<file path="src/include/imm_funcs.svh">
`ifndef IMM_FUNCS_SVH
`define IMM_FUNCS_SVH

// data immediate, rd field never contributes
function automatic la_pipe_pkg::imm_t inst_to_data_imm(
    input la_pipe_pkg::inst_t    inst,
    input la_isa_pkg::data_imm_t kind
);
    la_pipe_pkg::imm_t ret;
    case (kind)
        la_isa_pkg::IMM_U12:  ret = {20'b0, inst[21:10]};
        la_isa_pkg::IMM_U5:   ret = {27'b0, inst[14:10]};
        la_isa_pkg::IMM_S20H: ret = {inst[24:5], 12'b0};   // lu12i.w
        default:              ret = {{20{inst[21]}}, inst[21:10]};
    endcase
    return ret;
endfunction

// address immediate for load/store and branch targets
function automatic la_pipe_pkg::imm_t inst_to_addr_imm(
    input la_pipe_pkg::inst_t    inst,
    input la_isa_pkg::addr_imm_t kind
);
    la_pipe_pkg::imm_t ret;
    case (kind)
        la_isa_pkg::ADDR_S16: ret = {{14{inst[25]}}, inst[25:10], 2'b0};
        // offs26 is split, high part sits in inst[9:0]
        la_isa_pkg::ADDR_S26: ret = {{4{inst[9]}}, inst[9:0], inst[25:10], 2'b0};
        default:              ret = {{20{inst[21]}}, inst[21:10]};
    endcase
    return ret;
endfunction

`endif
</file>
<file path="src/rtl/la_isa_pkg.sv">
package la_isa_pkg;

    // where a read operand comes from
    typedef enum logic [2:0] {
        REG_ZERO,   // no register, reads r0
        REG_RD,
        REG_RJ,
        REG_RK,
        REG_IMM     // operand replaced by immediate
    } reg_sel_t;

    typedef enum logic [1:0] {
        WREG_NONE,
        WREG_RD,
        WREG_R1     // link register, bl only
    } wreg_sel_t;

    typedef enum logic [1:0] {
        IMM_S12,    // si12 sign extended
        IMM_U12,    // ui12 zero extended
        IMM_U5,     // shift amount
        IMM_S20H    // si20 into bits 31:12
    } data_imm_t;

    typedef enum logic [1:0] {
        ADDR_S12,   // load/store offset, no shift
        ADDR_S16,   // beq offs16 << 2
        ADDR_S26    // bl offs26 << 2
    } addr_imm_t;

    typedef enum logic [1:0] {
        CLASS_ALU,
        CLASS_LSU,
        CLASS_BRANCH,
        CLASS_ILLEGAL
    } op_class_t;

    typedef enum logic [2:0] {
        ALU_ADD,
        ALU_SUB,
        ALU_AND,
        ALU_OR,
        ALU_SLL,
        ALU_LUI
    } alu_op_t;

    // fixed opcode fields, 3R and 2RI5 forms use inst[31:15]
    localparam logic [16:0] OPC_ADD_W  = 17'h00020;
    localparam logic [16:0] OPC_SUB_W  = 17'h00022;
    localparam logic [16:0] OPC_AND    = 17'h00029;
    localparam logic [16:0] OPC_OR     = 17'h0002a;
    localparam logic [16:0] OPC_SLLI_W = 17'h00081;
    // 2RI12 forms use inst[31:22]
    localparam logic [9:0]  OPC_ADDI_W = 10'h00a;
    localparam logic [9:0]  OPC_ORI    = 10'h00e;
    localparam logic [9:0]  OPC_LD_W   = 10'h0a2;
    localparam logic [9:0]  OPC_ST_W   = 10'h0a6;
    localparam logic [6:0]  OPC_LU12I_W = 7'h0a;   // inst[31:25]
    localparam logic [5:0]  OPC_BEQ    = 6'h16;    // inst[31:26]
    localparam logic [5:0]  OPC_BL     = 6'h15;

endpackage

</file>
<file path="src/rtl/la_pipe_pkg.sv">
package la_pipe_pkg;

    // two slots per fetch packet, decoder logic assumes this
    localparam int DECODE_WIDTH = 2;

    typedef logic [31:0] pc_t;     // byte address
    typedef logic [31:0] inst_t;   // raw instruction word
    typedef logic [4:0]  arfid_t;  // architectural GPR index
    typedef logic [31:0] imm_t;    // immediate after extension

    // one valid bit per slot
    typedef logic [DECODE_WIDTH-1:0] slot_mask_t;

endpackage

</file>
<file path="src/rtl/decode_stage.sv">
`timescale 1ns/1ps

module decode_stage #(
    parameter int QUEUE_DEPTH = 2
) (
    input  logic                                                   clk,
    input  logic                                                   rst,
    input  logic                                                   in_valid,
    output logic                                                   in_ready,
    input  la_pipe_pkg::inst_t  [la_pipe_pkg::DECODE_WIDTH-1:0]    in_insts,
    input  la_pipe_pkg::pc_t                                       in_pc,
    input  la_pipe_pkg::slot_mask_t                                in_mask,
    output logic                                                   out_valid,
    input  logic                                                   out_ready,
    output la_pipe_pkg::pc_t    [la_pipe_pkg::DECODE_WIDTH-1:0]    out_pc,
    output la_pipe_pkg::arfid_t [2*la_pipe_pkg::DECODE_WIDTH-1:0]  out_r_arfid,
    output la_pipe_pkg::arfid_t [la_pipe_pkg::DECODE_WIDTH-1:0]    out_w_arfid,
    output logic [2*la_pipe_pkg::DECODE_WIDTH-1:0]                 out_reg_need,
    output logic [2*la_pipe_pkg::DECODE_WIDTH-1:0]                 out_use_imm,
    output logic [la_pipe_pkg::DECODE_WIDTH-1:0]                   out_w_reg,
    output logic [la_pipe_pkg::DECODE_WIDTH-1:0]                   out_w_mem,
    output la_pipe_pkg::imm_t   [la_pipe_pkg::DECODE_WIDTH-1:0]    out_data_imm,
    output la_pipe_pkg::imm_t   [la_pipe_pkg::DECODE_WIDTH-1:0]    out_addr_imm,
    output la_isa_pkg::op_class_t [la_pipe_pkg::DECODE_WIDTH-1:0]  out_op_class,
    output la_isa_pkg::alu_op_t [la_pipe_pkg::DECODE_WIDTH-1:0]    out_alu_op,
    output logic [la_pipe_pkg::DECODE_WIDTH-1:0]                   out_decode_err,
    output la_pipe_pkg::slot_mask_t                                out_slot_valid
);

    // queue to decoder
    logic                                               q_valid;
    logic                                               q_ready;
    la_pipe_pkg::inst_t [la_pipe_pkg::DECODE_WIDTH-1:0] q_insts;
    la_pipe_pkg::pc_t                                   q_pc;
    la_pipe_pkg::slot_mask_t                            q_mask;

    fetch_decode_queue #(
        .QUEUE_DEPTH (QUEUE_DEPTH)
    ) u_fetch_decode_queue (
        .clk      (clk),
        .rst      (rst),
        .in_valid (in_valid),
        .in_ready (in_ready),
        .in_insts (in_insts),
        .in_pc    (in_pc),
        .in_mask  (in_mask),
        .q_valid  (q_valid),
        .q_ready  (q_ready),
        .q_insts  (q_insts),
        .q_pc     (q_pc),
        .q_mask   (q_mask)
    );

    decoder u_decoder (
        .q_valid        (q_valid),
        .q_ready        (q_ready),
        .q_insts        (q_insts),
        .q_pc           (q_pc),
        .q_mask         (q_mask),
        .out_valid      (out_valid),
        .out_ready      (out_ready),
        .out_pc         (out_pc),
        .out_r_arfid    (out_r_arfid),
        .out_w_arfid    (out_w_arfid),
        .out_reg_need   (out_reg_need),
        .out_use_imm    (out_use_imm),
        .out_w_reg      (out_w_reg),
        .out_w_mem      (out_w_mem),
        .out_data_imm   (out_data_imm),
        .out_addr_imm   (out_addr_imm),
        .out_op_class   (out_op_class),
        .out_alu_op     (out_alu_op),
        .out_decode_err (out_decode_err),
        .out_slot_valid (out_slot_valid)
    );

endmodule

</file>
<file path="src/rtl/fetch_decode_queue.sv">
`timescale 1ns/1ps

module fetch_decode_queue #(
    parameter int QUEUE_DEPTH = 2
) (
    input  logic                                                clk,
    input  logic                                                rst,
    input  logic                                                in_valid,
    output logic                                                in_ready,
    input  la_pipe_pkg::inst_t [la_pipe_pkg::DECODE_WIDTH-1:0]  in_insts,
    input  la_pipe_pkg::pc_t                                    in_pc,
    input  la_pipe_pkg::slot_mask_t                             in_mask,
    output logic                                                q_valid,
    input  logic                                                q_ready,
    output la_pipe_pkg::inst_t [la_pipe_pkg::DECODE_WIDTH-1:0]  q_insts,
    output la_pipe_pkg::pc_t                                    q_pc,
    output la_pipe_pkg::slot_mask_t                             q_mask
);

    localparam int PTR_W = (QUEUE_DEPTH > 1) ? $clog2(QUEUE_DEPTH) : 1;
    localparam int CNT_W = $clog2(QUEUE_DEPTH + 1);

    la_pipe_pkg::inst_t [la_pipe_pkg::DECODE_WIDTH-1:0] insts_mem [QUEUE_DEPTH];
    la_pipe_pkg::pc_t        pc_mem   [QUEUE_DEPTH];
    la_pipe_pkg::slot_mask_t mask_mem [QUEUE_DEPTH];

    logic [PTR_W-1:0] wr_ptr, rd_ptr;
    logic [CNT_W-1:0] count;
    logic             push, pop;

    assign in_ready = count < CNT_W'(QUEUE_DEPTH);
    assign q_valid  = count != '0;
    assign push     = in_valid & in_ready;
    assign pop      = q_valid & q_ready;

    // head entry straight out
    assign q_insts = insts_mem[rd_ptr];
    assign q_pc    = pc_mem[rd_ptr];
    assign q_mask  = mask_mem[rd_ptr];

    always_ff @(posedge clk) begin
        if (push) begin
            insts_mem[wr_ptr] <= in_insts;
            pc_mem[wr_ptr]    <= in_pc;
            mask_mem[wr_ptr]  <= in_mask;
        end
    end

    always_ff @(posedge clk) begin
        if (rst) begin
            wr_ptr <= '0;
            rd_ptr <= '0;
            count  <= '0;
        end else begin
            if (push)
                wr_ptr <= (wr_ptr == PTR_W'(QUEUE_DEPTH - 1)) ? '0 : wr_ptr + 1'b1;
            if (pop)
                rd_ptr <= (rd_ptr == PTR_W'(QUEUE_DEPTH - 1)) ? '0 : rd_ptr + 1'b1;
            if (push && !pop)
                count <= count + 1'b1;
            else if (pop && !push)
                count <= count - 1'b1; // both at once leaves count as is
        end
    end

endmodule

</file>
<file path="src/rtl/decoder.sv">
`timescale 1ns/1ps

module decoder (
    input  logic                                                   q_valid,
    output logic                                                   q_ready,
    input  la_pipe_pkg::inst_t  [la_pipe_pkg::DECODE_WIDTH-1:0]    q_insts,
    input  la_pipe_pkg::pc_t                                       q_pc,
    input  la_pipe_pkg::slot_mask_t                                q_mask,
    output logic                                                   out_valid,
    input  logic                                                   out_ready,
    output la_pipe_pkg::pc_t    [la_pipe_pkg::DECODE_WIDTH-1:0]    out_pc,
    output la_pipe_pkg::arfid_t [2*la_pipe_pkg::DECODE_WIDTH-1:0]  out_r_arfid,
    output la_pipe_pkg::arfid_t [la_pipe_pkg::DECODE_WIDTH-1:0]    out_w_arfid,
    output logic [2*la_pipe_pkg::DECODE_WIDTH-1:0]                 out_reg_need,
    output logic [2*la_pipe_pkg::DECODE_WIDTH-1:0]                 out_use_imm,
    output logic [la_pipe_pkg::DECODE_WIDTH-1:0]                   out_w_reg,
    output logic [la_pipe_pkg::DECODE_WIDTH-1:0]                   out_w_mem,
    output la_pipe_pkg::imm_t   [la_pipe_pkg::DECODE_WIDTH-1:0]    out_data_imm,
    output la_pipe_pkg::imm_t   [la_pipe_pkg::DECODE_WIDTH-1:0]    out_addr_imm,
    output la_isa_pkg::op_class_t [la_pipe_pkg::DECODE_WIDTH-1:0]  out_op_class,
    output la_isa_pkg::alu_op_t [la_pipe_pkg::DECODE_WIDTH-1:0]    out_alu_op,
    output logic [la_pipe_pkg::DECODE_WIDTH-1:0]                   out_decode_err,
    output la_pipe_pkg::slot_mask_t                                out_slot_valid
);

    `include "imm_funcs.svh"

    // imm and zero selects both read r0
    function automatic la_pipe_pkg::arfid_t sel_arfid(
        input la_isa_pkg::reg_sel_t sel,
        input la_pipe_pkg::inst_t   inst
    );
        case (sel)
            la_isa_pkg::REG_RD: return inst[4:0];
            la_isa_pkg::REG_RJ: return inst[9:5];
            la_isa_pkg::REG_RK: return inst[14:10];
            default:            return '0;
        endcase
    endfunction

    // no state here, handshake passes straight through
    assign out_valid      = q_valid;
    assign q_ready        = out_ready;
    assign out_slot_valid = q_mask;

    for (genvar i = 0; i < la_pipe_pkg::DECODE_WIDTH; i++) begin : g_slot
        la_isa_pkg::reg_sel_t  r0_sel;
        la_isa_pkg::reg_sel_t  r1_sel;
        la_isa_pkg::wreg_sel_t w_sel;
        la_isa_pkg::data_imm_t data_kind;
        la_isa_pkg::addr_imm_t addr_kind;

        basic_decoder u_basic_decoder (
            .inst          (q_insts[i]),
            .r0_sel        (r0_sel),
            .r1_sel        (r1_sel),
            .w_sel         (w_sel),
            .data_imm_kind (data_kind),
            .addr_imm_kind (addr_kind),
            .op_class      (out_op_class[i]),
            .alu_op        (out_alu_op[i]),
            .mem_write     (out_w_mem[i]),
            .decode_err    (out_decode_err[i])
        );

        assign out_pc[i] = q_pc | la_pipe_pkg::pc_t'(i * 4); // slot 1 sets bit 2

        assign out_r_arfid[2*i]   = sel_arfid(r0_sel, q_insts[i]);
        assign out_r_arfid[2*i+1] = sel_arfid(r1_sel, q_insts[i]);
        assign out_reg_need[2*i]   = r0_sel != la_isa_pkg::REG_ZERO;
        assign out_reg_need[2*i+1] = r1_sel != la_isa_pkg::REG_ZERO;
        assign out_use_imm[2*i]    = r0_sel == la_isa_pkg::REG_IMM;
        assign out_use_imm[2*i+1]  = r1_sel == la_isa_pkg::REG_IMM;

        always_comb begin
            case (w_sel)
                la_isa_pkg::WREG_RD: out_w_arfid[i] = q_insts[i][4:0];
                la_isa_pkg::WREG_R1: out_w_arfid[i] = 5'd1; // bl link
                default:             out_w_arfid[i] = '0;
            endcase
        end
        assign out_w_reg[i] = w_sel != la_isa_pkg::WREG_NONE;

        assign out_data_imm[i] = inst_to_data_imm(q_insts[i], data_kind);
        assign out_addr_imm[i] = inst_to_addr_imm(q_insts[i], addr_kind);
    end

endmodule

</file>
<file path="src/rtl/basic_decoder.sv">
`timescale 1ns/1ps

module basic_decoder (
    input  la_pipe_pkg::inst_t      inst,
    output la_isa_pkg::reg_sel_t    r0_sel,
    output la_isa_pkg::reg_sel_t    r1_sel,
    output la_isa_pkg::wreg_sel_t   w_sel,
    output la_isa_pkg::data_imm_t   data_imm_kind,
    output la_isa_pkg::addr_imm_t   addr_imm_kind,
    output la_isa_pkg::op_class_t   op_class,
    output la_isa_pkg::alu_op_t     alu_op,
    output logic                    mem_write,
    output logic                    decode_err
);

    logic [16:0] opc17;
    logic [9:0]  opc10;
    logic [6:0]  opc7;
    logic [5:0]  opc6;
    logic        is_3r;

    assign opc17 = inst[31:15];
    assign opc10 = inst[31:22];
    assign opc7  = inst[31:25];
    assign opc6  = inst[31:26];

    // register-register group shares all selects
    assign is_3r = (opc17 == la_isa_pkg::OPC_ADD_W) || (opc17 == la_isa_pkg::OPC_SUB_W) ||
                   (opc17 == la_isa_pkg::OPC_AND)   || (opc17 == la_isa_pkg::OPC_OR);

    always_comb begin
        // unmatched word falls through as illegal
        r0_sel        = la_isa_pkg::REG_ZERO;
        r1_sel        = la_isa_pkg::REG_ZERO;
        w_sel         = la_isa_pkg::WREG_NONE;
        data_imm_kind = la_isa_pkg::IMM_S12;
        addr_imm_kind = la_isa_pkg::ADDR_S12;
        op_class      = la_isa_pkg::CLASS_ILLEGAL;
        alu_op        = la_isa_pkg::ALU_ADD;
        mem_write     = 1'b0;
        decode_err    = 1'b1;

        if (is_3r) begin
            r0_sel     = la_isa_pkg::REG_RJ;
            r1_sel     = la_isa_pkg::REG_RK;
            w_sel      = la_isa_pkg::WREG_RD;
            op_class   = la_isa_pkg::CLASS_ALU;
            decode_err = 1'b0;
            case (opc17)
                la_isa_pkg::OPC_SUB_W: alu_op = la_isa_pkg::ALU_SUB;
                la_isa_pkg::OPC_AND:   alu_op = la_isa_pkg::ALU_AND;
                la_isa_pkg::OPC_OR:    alu_op = la_isa_pkg::ALU_OR;
                default:               alu_op = la_isa_pkg::ALU_ADD;
            endcase
        end else if (opc17 == la_isa_pkg::OPC_SLLI_W) begin
            r0_sel        = la_isa_pkg::REG_RJ;
            r1_sel        = la_isa_pkg::REG_IMM;
            w_sel         = la_isa_pkg::WREG_RD;
            data_imm_kind = la_isa_pkg::IMM_U5;
            op_class      = la_isa_pkg::CLASS_ALU;
            alu_op        = la_isa_pkg::ALU_SLL;
            decode_err    = 1'b0;
        end else if (opc10 == la_isa_pkg::OPC_ADDI_W || opc10 == la_isa_pkg::OPC_ORI) begin
            r0_sel     = la_isa_pkg::REG_RJ;
            r1_sel     = la_isa_pkg::REG_IMM;
            w_sel      = la_isa_pkg::WREG_RD;
            op_class   = la_isa_pkg::CLASS_ALU;
            decode_err = 1'b0;
            if (opc10 == la_isa_pkg::OPC_ORI) begin
                data_imm_kind = la_isa_pkg::IMM_U12; // logical op, zero extended
                alu_op        = la_isa_pkg::ALU_OR;
            end
        end else if (opc10 == la_isa_pkg::OPC_LD_W) begin
            r0_sel     = la_isa_pkg::REG_RJ;   // base
            r1_sel     = la_isa_pkg::REG_IMM;
            w_sel      = la_isa_pkg::WREG_RD;
            op_class   = la_isa_pkg::CLASS_LSU;
            decode_err = 1'b0;
        end else if (opc10 == la_isa_pkg::OPC_ST_W) begin
            r0_sel     = la_isa_pkg::REG_RJ;   // base
            r1_sel     = la_isa_pkg::REG_RD;   // store data
            op_class   = la_isa_pkg::CLASS_LSU;
            mem_write  = 1'b1;
            decode_err = 1'b0;
        end else if (opc7 == la_isa_pkg::OPC_LU12I_W) begin
            r1_sel        = la_isa_pkg::REG_IMM;
            w_sel         = la_isa_pkg::WREG_RD;
            data_imm_kind = la_isa_pkg::IMM_S20H;
            op_class      = la_isa_pkg::CLASS_ALU;
            alu_op        = la_isa_pkg::ALU_LUI;
            decode_err    = 1'b0;
        end else if (opc6 == la_isa_pkg::OPC_BEQ) begin
            r0_sel        = la_isa_pkg::REG_RJ;
            r1_sel        = la_isa_pkg::REG_RD;
            addr_imm_kind = la_isa_pkg::ADDR_S16;
            op_class      = la_isa_pkg::CLASS_BRANCH;
            alu_op        = la_isa_pkg::ALU_SUB; // compare by subtract
            decode_err    = 1'b0;
        end else if (opc6 == la_isa_pkg::OPC_BL) begin
            w_sel         = la_isa_pkg::WREG_R1; // link gets pc + 4
            addr_imm_kind = la_isa_pkg::ADDR_S26;
            op_class      = la_isa_pkg::CLASS_BRANCH;
            decode_err    = 1'b0;
        end
    end

endmodule

</file>
<file path="config.mk">
export PLATFORM = sky130hd
export DESIGN_NAME = decode_stage
export DESIGN_NICKNAME = d
export VERILOG_FILES = /design/src/rtl/la_isa_pkg.sv /design/src/rtl/la_pipe_pkg.sv /design/src/rtl/decode_stage.sv /design/src/rtl/fetch_decode_queue.sv /design/src/rtl/decoder.sv /design/src/rtl/basic_decoder.sv
export VERILOG_INCLUDE_DIRS = /design/src /design/src/include
export SDC_FILE = /design/constraint.sdc
export NUM_CORES = 1
export LEC_CHECK = 0
export BUFFER_PORTS_ARGS = -buffer_cell sky130_fd_sc_hd__buf_2
export CAP_MARGIN = 20
export CELL_PAD_IN_SITES_DETAIL_PLACEMENT = 1
export CELL_PAD_IN_SITES_GLOBAL_PLACEMENT = 2
export CORE_ASPECT_RATIO = 1.75
export CORE_MARGIN = 4
export CORE_UTILIZATION = 34
export CTS_CLUSTER_DIAMETER = 80
export CTS_CLUSTER_SIZE = 40
export DETAILED_ROUTE_END_ITERATION = 12
export MAX_ROUTING_LAYER = met4
export PLACE_DENSITY = 0.95
export SYNTH_ARGS = -nofsm -noshare
export SYNTH_HDL_FRONTEND = slang
export SYNTH_SLANG_ARGS = --single-unit
</file>
<file path="constraint.sdc">
create_clock -name clk -period 9 [get_ports clk]
set_input_delay 0.9 -clock clk [delete_from_list [all_inputs] [get_ports clk]]
set_output_delay 0.9 -clock clk [all_outputs]
set_load 0.02 [all_outputs]
</file>
==> flow_summary_export.csv <==
group,metric,value,unit
worst_setup_path,required,8.10,ns
floorplan,die_y,233,um
detailed_routing,routed_via_density,5.23,
timing,hold_violations,0,
global_routing,antenna_found_initial,7,
logic_synthesis,synth_top_area_cell,"edfxtp_1",
timing,finClkSkew,0.0261,ns
detailed_routing,drc,0,
detailed_routing,m1WireLength,11000,um
global_routing,grt_overflow_total,0,
global_routing,grt_max_degree,66,
floorplan,rows,82,
clocking,hold_buffers,0,
logic_synthesis,synth-seq-cells,201,
timing,fin_crit_sh,59.8,%
detailed_routing,wire_per_inst,23.1,um
clocking,insertion_delay,0.50,ns
logic_synthesis,synth_area,0.00980,mm2
detailed_routing,dr.pass1.iters,5,
clocking,post_cts_buffers,0,
run,cap_violations,0,
placed_design,placed_cells_incl_taps,1425,
placed_design,portBuffers,348,
pwr,p_leak,0.00466,uW
worst_hold_path,hp-class,"flop to flop",
logic_synthesis,ys_seq_area_share,61.1,%
global_routing,first_global_vias,8019,
global_routing,grt_use_total,20.6,%
pwr,p_per_area,286,mW/mm2
timing,relSlewSlack,34.4,%
detailed_routing,highest_layer,"met4",
logic_synthesis,synth.avg_cell_area,12.8,um2
floorplan,ios,352,
placed_design,dp_hpwl,26500,um
logic_synthesis,synth-edff-count,196,
worst_setup_path,end_kind,"primary output",
cells_and_area,final_nets,1172,
floorplan,dieArea,0.0317,mm2
cells_and_area,layoutNonFillerInstCount,1443,
timing,setup_viol,0,
worst_setup_path,path_cells,"buf_4 > mux2i_1 > a21boi_0 > o21ai_0 > a21o_1 > and4_1 > ha_1 > nand2_1 > nor2_1 > buf_2",
detailed_routing,wl_met3,1700,um
worst_setup_path,cpPeakStageDelay,0.89,ns
status,status,"complete, no violations",
worst_setup_path,critPathMaxFanout,65,
detailed_routing,ant_nets,0,
logic_synthesis,syn_inst,763,
logic_synthesis,ys.flop_type,"edfxtp_1",
floorplan,fp.coreArea,0.0285,mm2
global_routing,grt_pass1_wl,47700,um
cells_and_area,drive_gt1_share,41.1,%
floorplan,initial_core_util,34.4,%
worst_setup_path,critPathLaunchType,"flop",
pwr,max-vdd-ir-drop,0.184,mV
cells_and_area,final_cell_mix,"348 x buf_2, 196 x edfxtp_1, 56 x o21ai_0",
logic_synthesis,synthTopCellsByArea,"edfxtp_1 60%, mux2i_1 5.0%, mux2_2 4.8%",
logic_synthesis,async_reset_ff_share,0,%
worst_setup_path,crit_type,"flop to primary output",
clocking,cts_sinks,201,
floorplan,fp.dieW,136,um
clocking,ctsRootBufferMaster,"clkbuf_16",
placed_design,globalplace.congestion,0.853,
clocking,cts_tree,"built",
detailed_routing,wirelength,33400,um
clocking,cts.htree.levels,1,
clocking,cts_buffers,10,
timing,fmax,186,MHz
clocking,clk_pin_slew,0.12,ns
logic_synthesis,ys.warnings.count,0,
timing,rsz0062_at_grt,"no",
timing,setup_tns,0,ns
clocking,cts-resized-gates,0,
worst_setup_path,slowest_stage,"dfxtp_4",
cells_and_area,area_growth_syn_to_layout,22.3,%
timing,slew_violations,0,
logic_synthesis,synth_cell_type_count,60,
timing,worst_pin_slew,0.983,ns
clocking,cts_buffer_depth,3,
logic_synthesis,synth_top_area_share,60.0,%
cells_and_area,layout_commonest_cell,"buf_2",
worst_setup_path,critPathArrivalTime,4.48,ns
detailed_routing,drt-initial-drc-count,374,
detailed_routing,vias,7543,
detailed_routing,wl_met2,19500,um
timing,fin_crit,5.38,ns
==> synthesized netlist by cell type, drive strengths merged, types with 5 or more instances <==
cell type,n
a21oi,39
nor2b,11
nand2,35
clkbuf,13
buf,63
nand2b,27
mux2i,49
nor3,11
a22oi,7
nor4,6
o22ai,28
edfxtp,196
ha,11
nor2,45
nand3b,15
inv,15
mux2,42
dfxtp,5
o21ai,58
nor3b,8
and2,7
or3b,11
==> registers in the layout, summed over array words and instances (netlist names), named ones only <==
register	count
u_fetch_decode_queue.count	2
u_fetch_decode_queue.insts_mem	128
u_fetch_decode_queue.mask_mem	4
u_fetch_decode_queue.pc_mem	64
u_fetch_decode_queue.rd_ptr	1
u_fetch_decode_queue.wr_ptr	1
==> metal layers <==
metal,vias to the layer above,GRT usage [%]
li1,3435,-
met1,3726,19.2
met2,309,41.2
met3,73,2.57
met4,0,8.07
met5,-,-
==> logic make-up (layout without fill, tap and decap cells) <==
| family | after synthesis | after routing | synth area share (%) |
|---|---|---|---|
| other | 2 | 5 | 0.0766 |
| XOR/XNOR | 7 | 7 | 0.625 |
| buffers and inverters | 91 | 390 | 5.69 |
| adder cells (fa/ha/maj) | 11 | 11 | 1.40 |
| multiplexers | 91 | 91 | 9.83 |
| AO/OA/AOI/OAI | 161 | 161 | 9.97 |
| flip-flops | 201 | 201 | 61.1 |
| AND/OR/NAND/NOR | 199 | 199 | 11.4 |
==> report_power, final <==
| group | switching, uW | total [uW] | leakage, uW | internal, uW |
|---|---|---|---|---|
| registers | 99.2 | 1310 | 0.00187 | 1210 |
| clock network | 317 | 587 | 0.000182 | 270 |
| logic | 1050 | 1540 | 0.00260 | 489 |
| total | 1460 | 3430 | 0.00466 | 1970 |
==> worst paths after layout <==
kind | start | end | slack [ns] | depth (start not counted)
hold reg to reg | u_fetch_decode_queue.rd_ptr | flop | 0.53 | 2
hold / removal | u_fetch_decode_queue.rd_ptr | flop | 0.53 | 2
setup / recovery | flop | out_w_arfid[2] | 3.62 | 10
setup reg to reg | u_fetch_decode_queue.count[1] | u_fetch_decode_queue.insts_mem[0][62] | 6.30 | 4
==> layout make-up <==
class                           count  area (um2)
Fill cell                        3225       16500
Sequential cell                   201        5990
Multi-Input combinational cell    472        3270
Timing Repair Buffer              359        1820
Tap cell                          378         473
Clock buffer                       11         275
Clock inverter                      5        97.6
Inverter                           15        56.3
Antenna cell                        2        5.00
==> metrics by stage <==
step	hold slack (ns)	utilization, %	instance area, um2	setup slack (ns)	power [uW]
after floorplan	0.472	-	9810	2.94	2400
after global placement	0.482	40.7	11600	4.20	2840
after detailed placement	0.499	40.7	11600	4.10	2870
after CTS	0.530	42.0	12000	3.54	3460
after global routing	0.556	42.1	12000	3.29	3590
final	0.526	42.1	12000	3.62	3430
==> critical path: cells and delay by family, from the launching register on <==
kind / cells / cell delay (ns)
compound gates: 3 / 0.69
fa+ha+maj: 1 / 0.29
buf+inv: 2 / 0.83
flops: 1 / 0.89
mux: 1 / 0.77
simple gates: 3 / 0.50
Power figures use the tool's default switching activity.
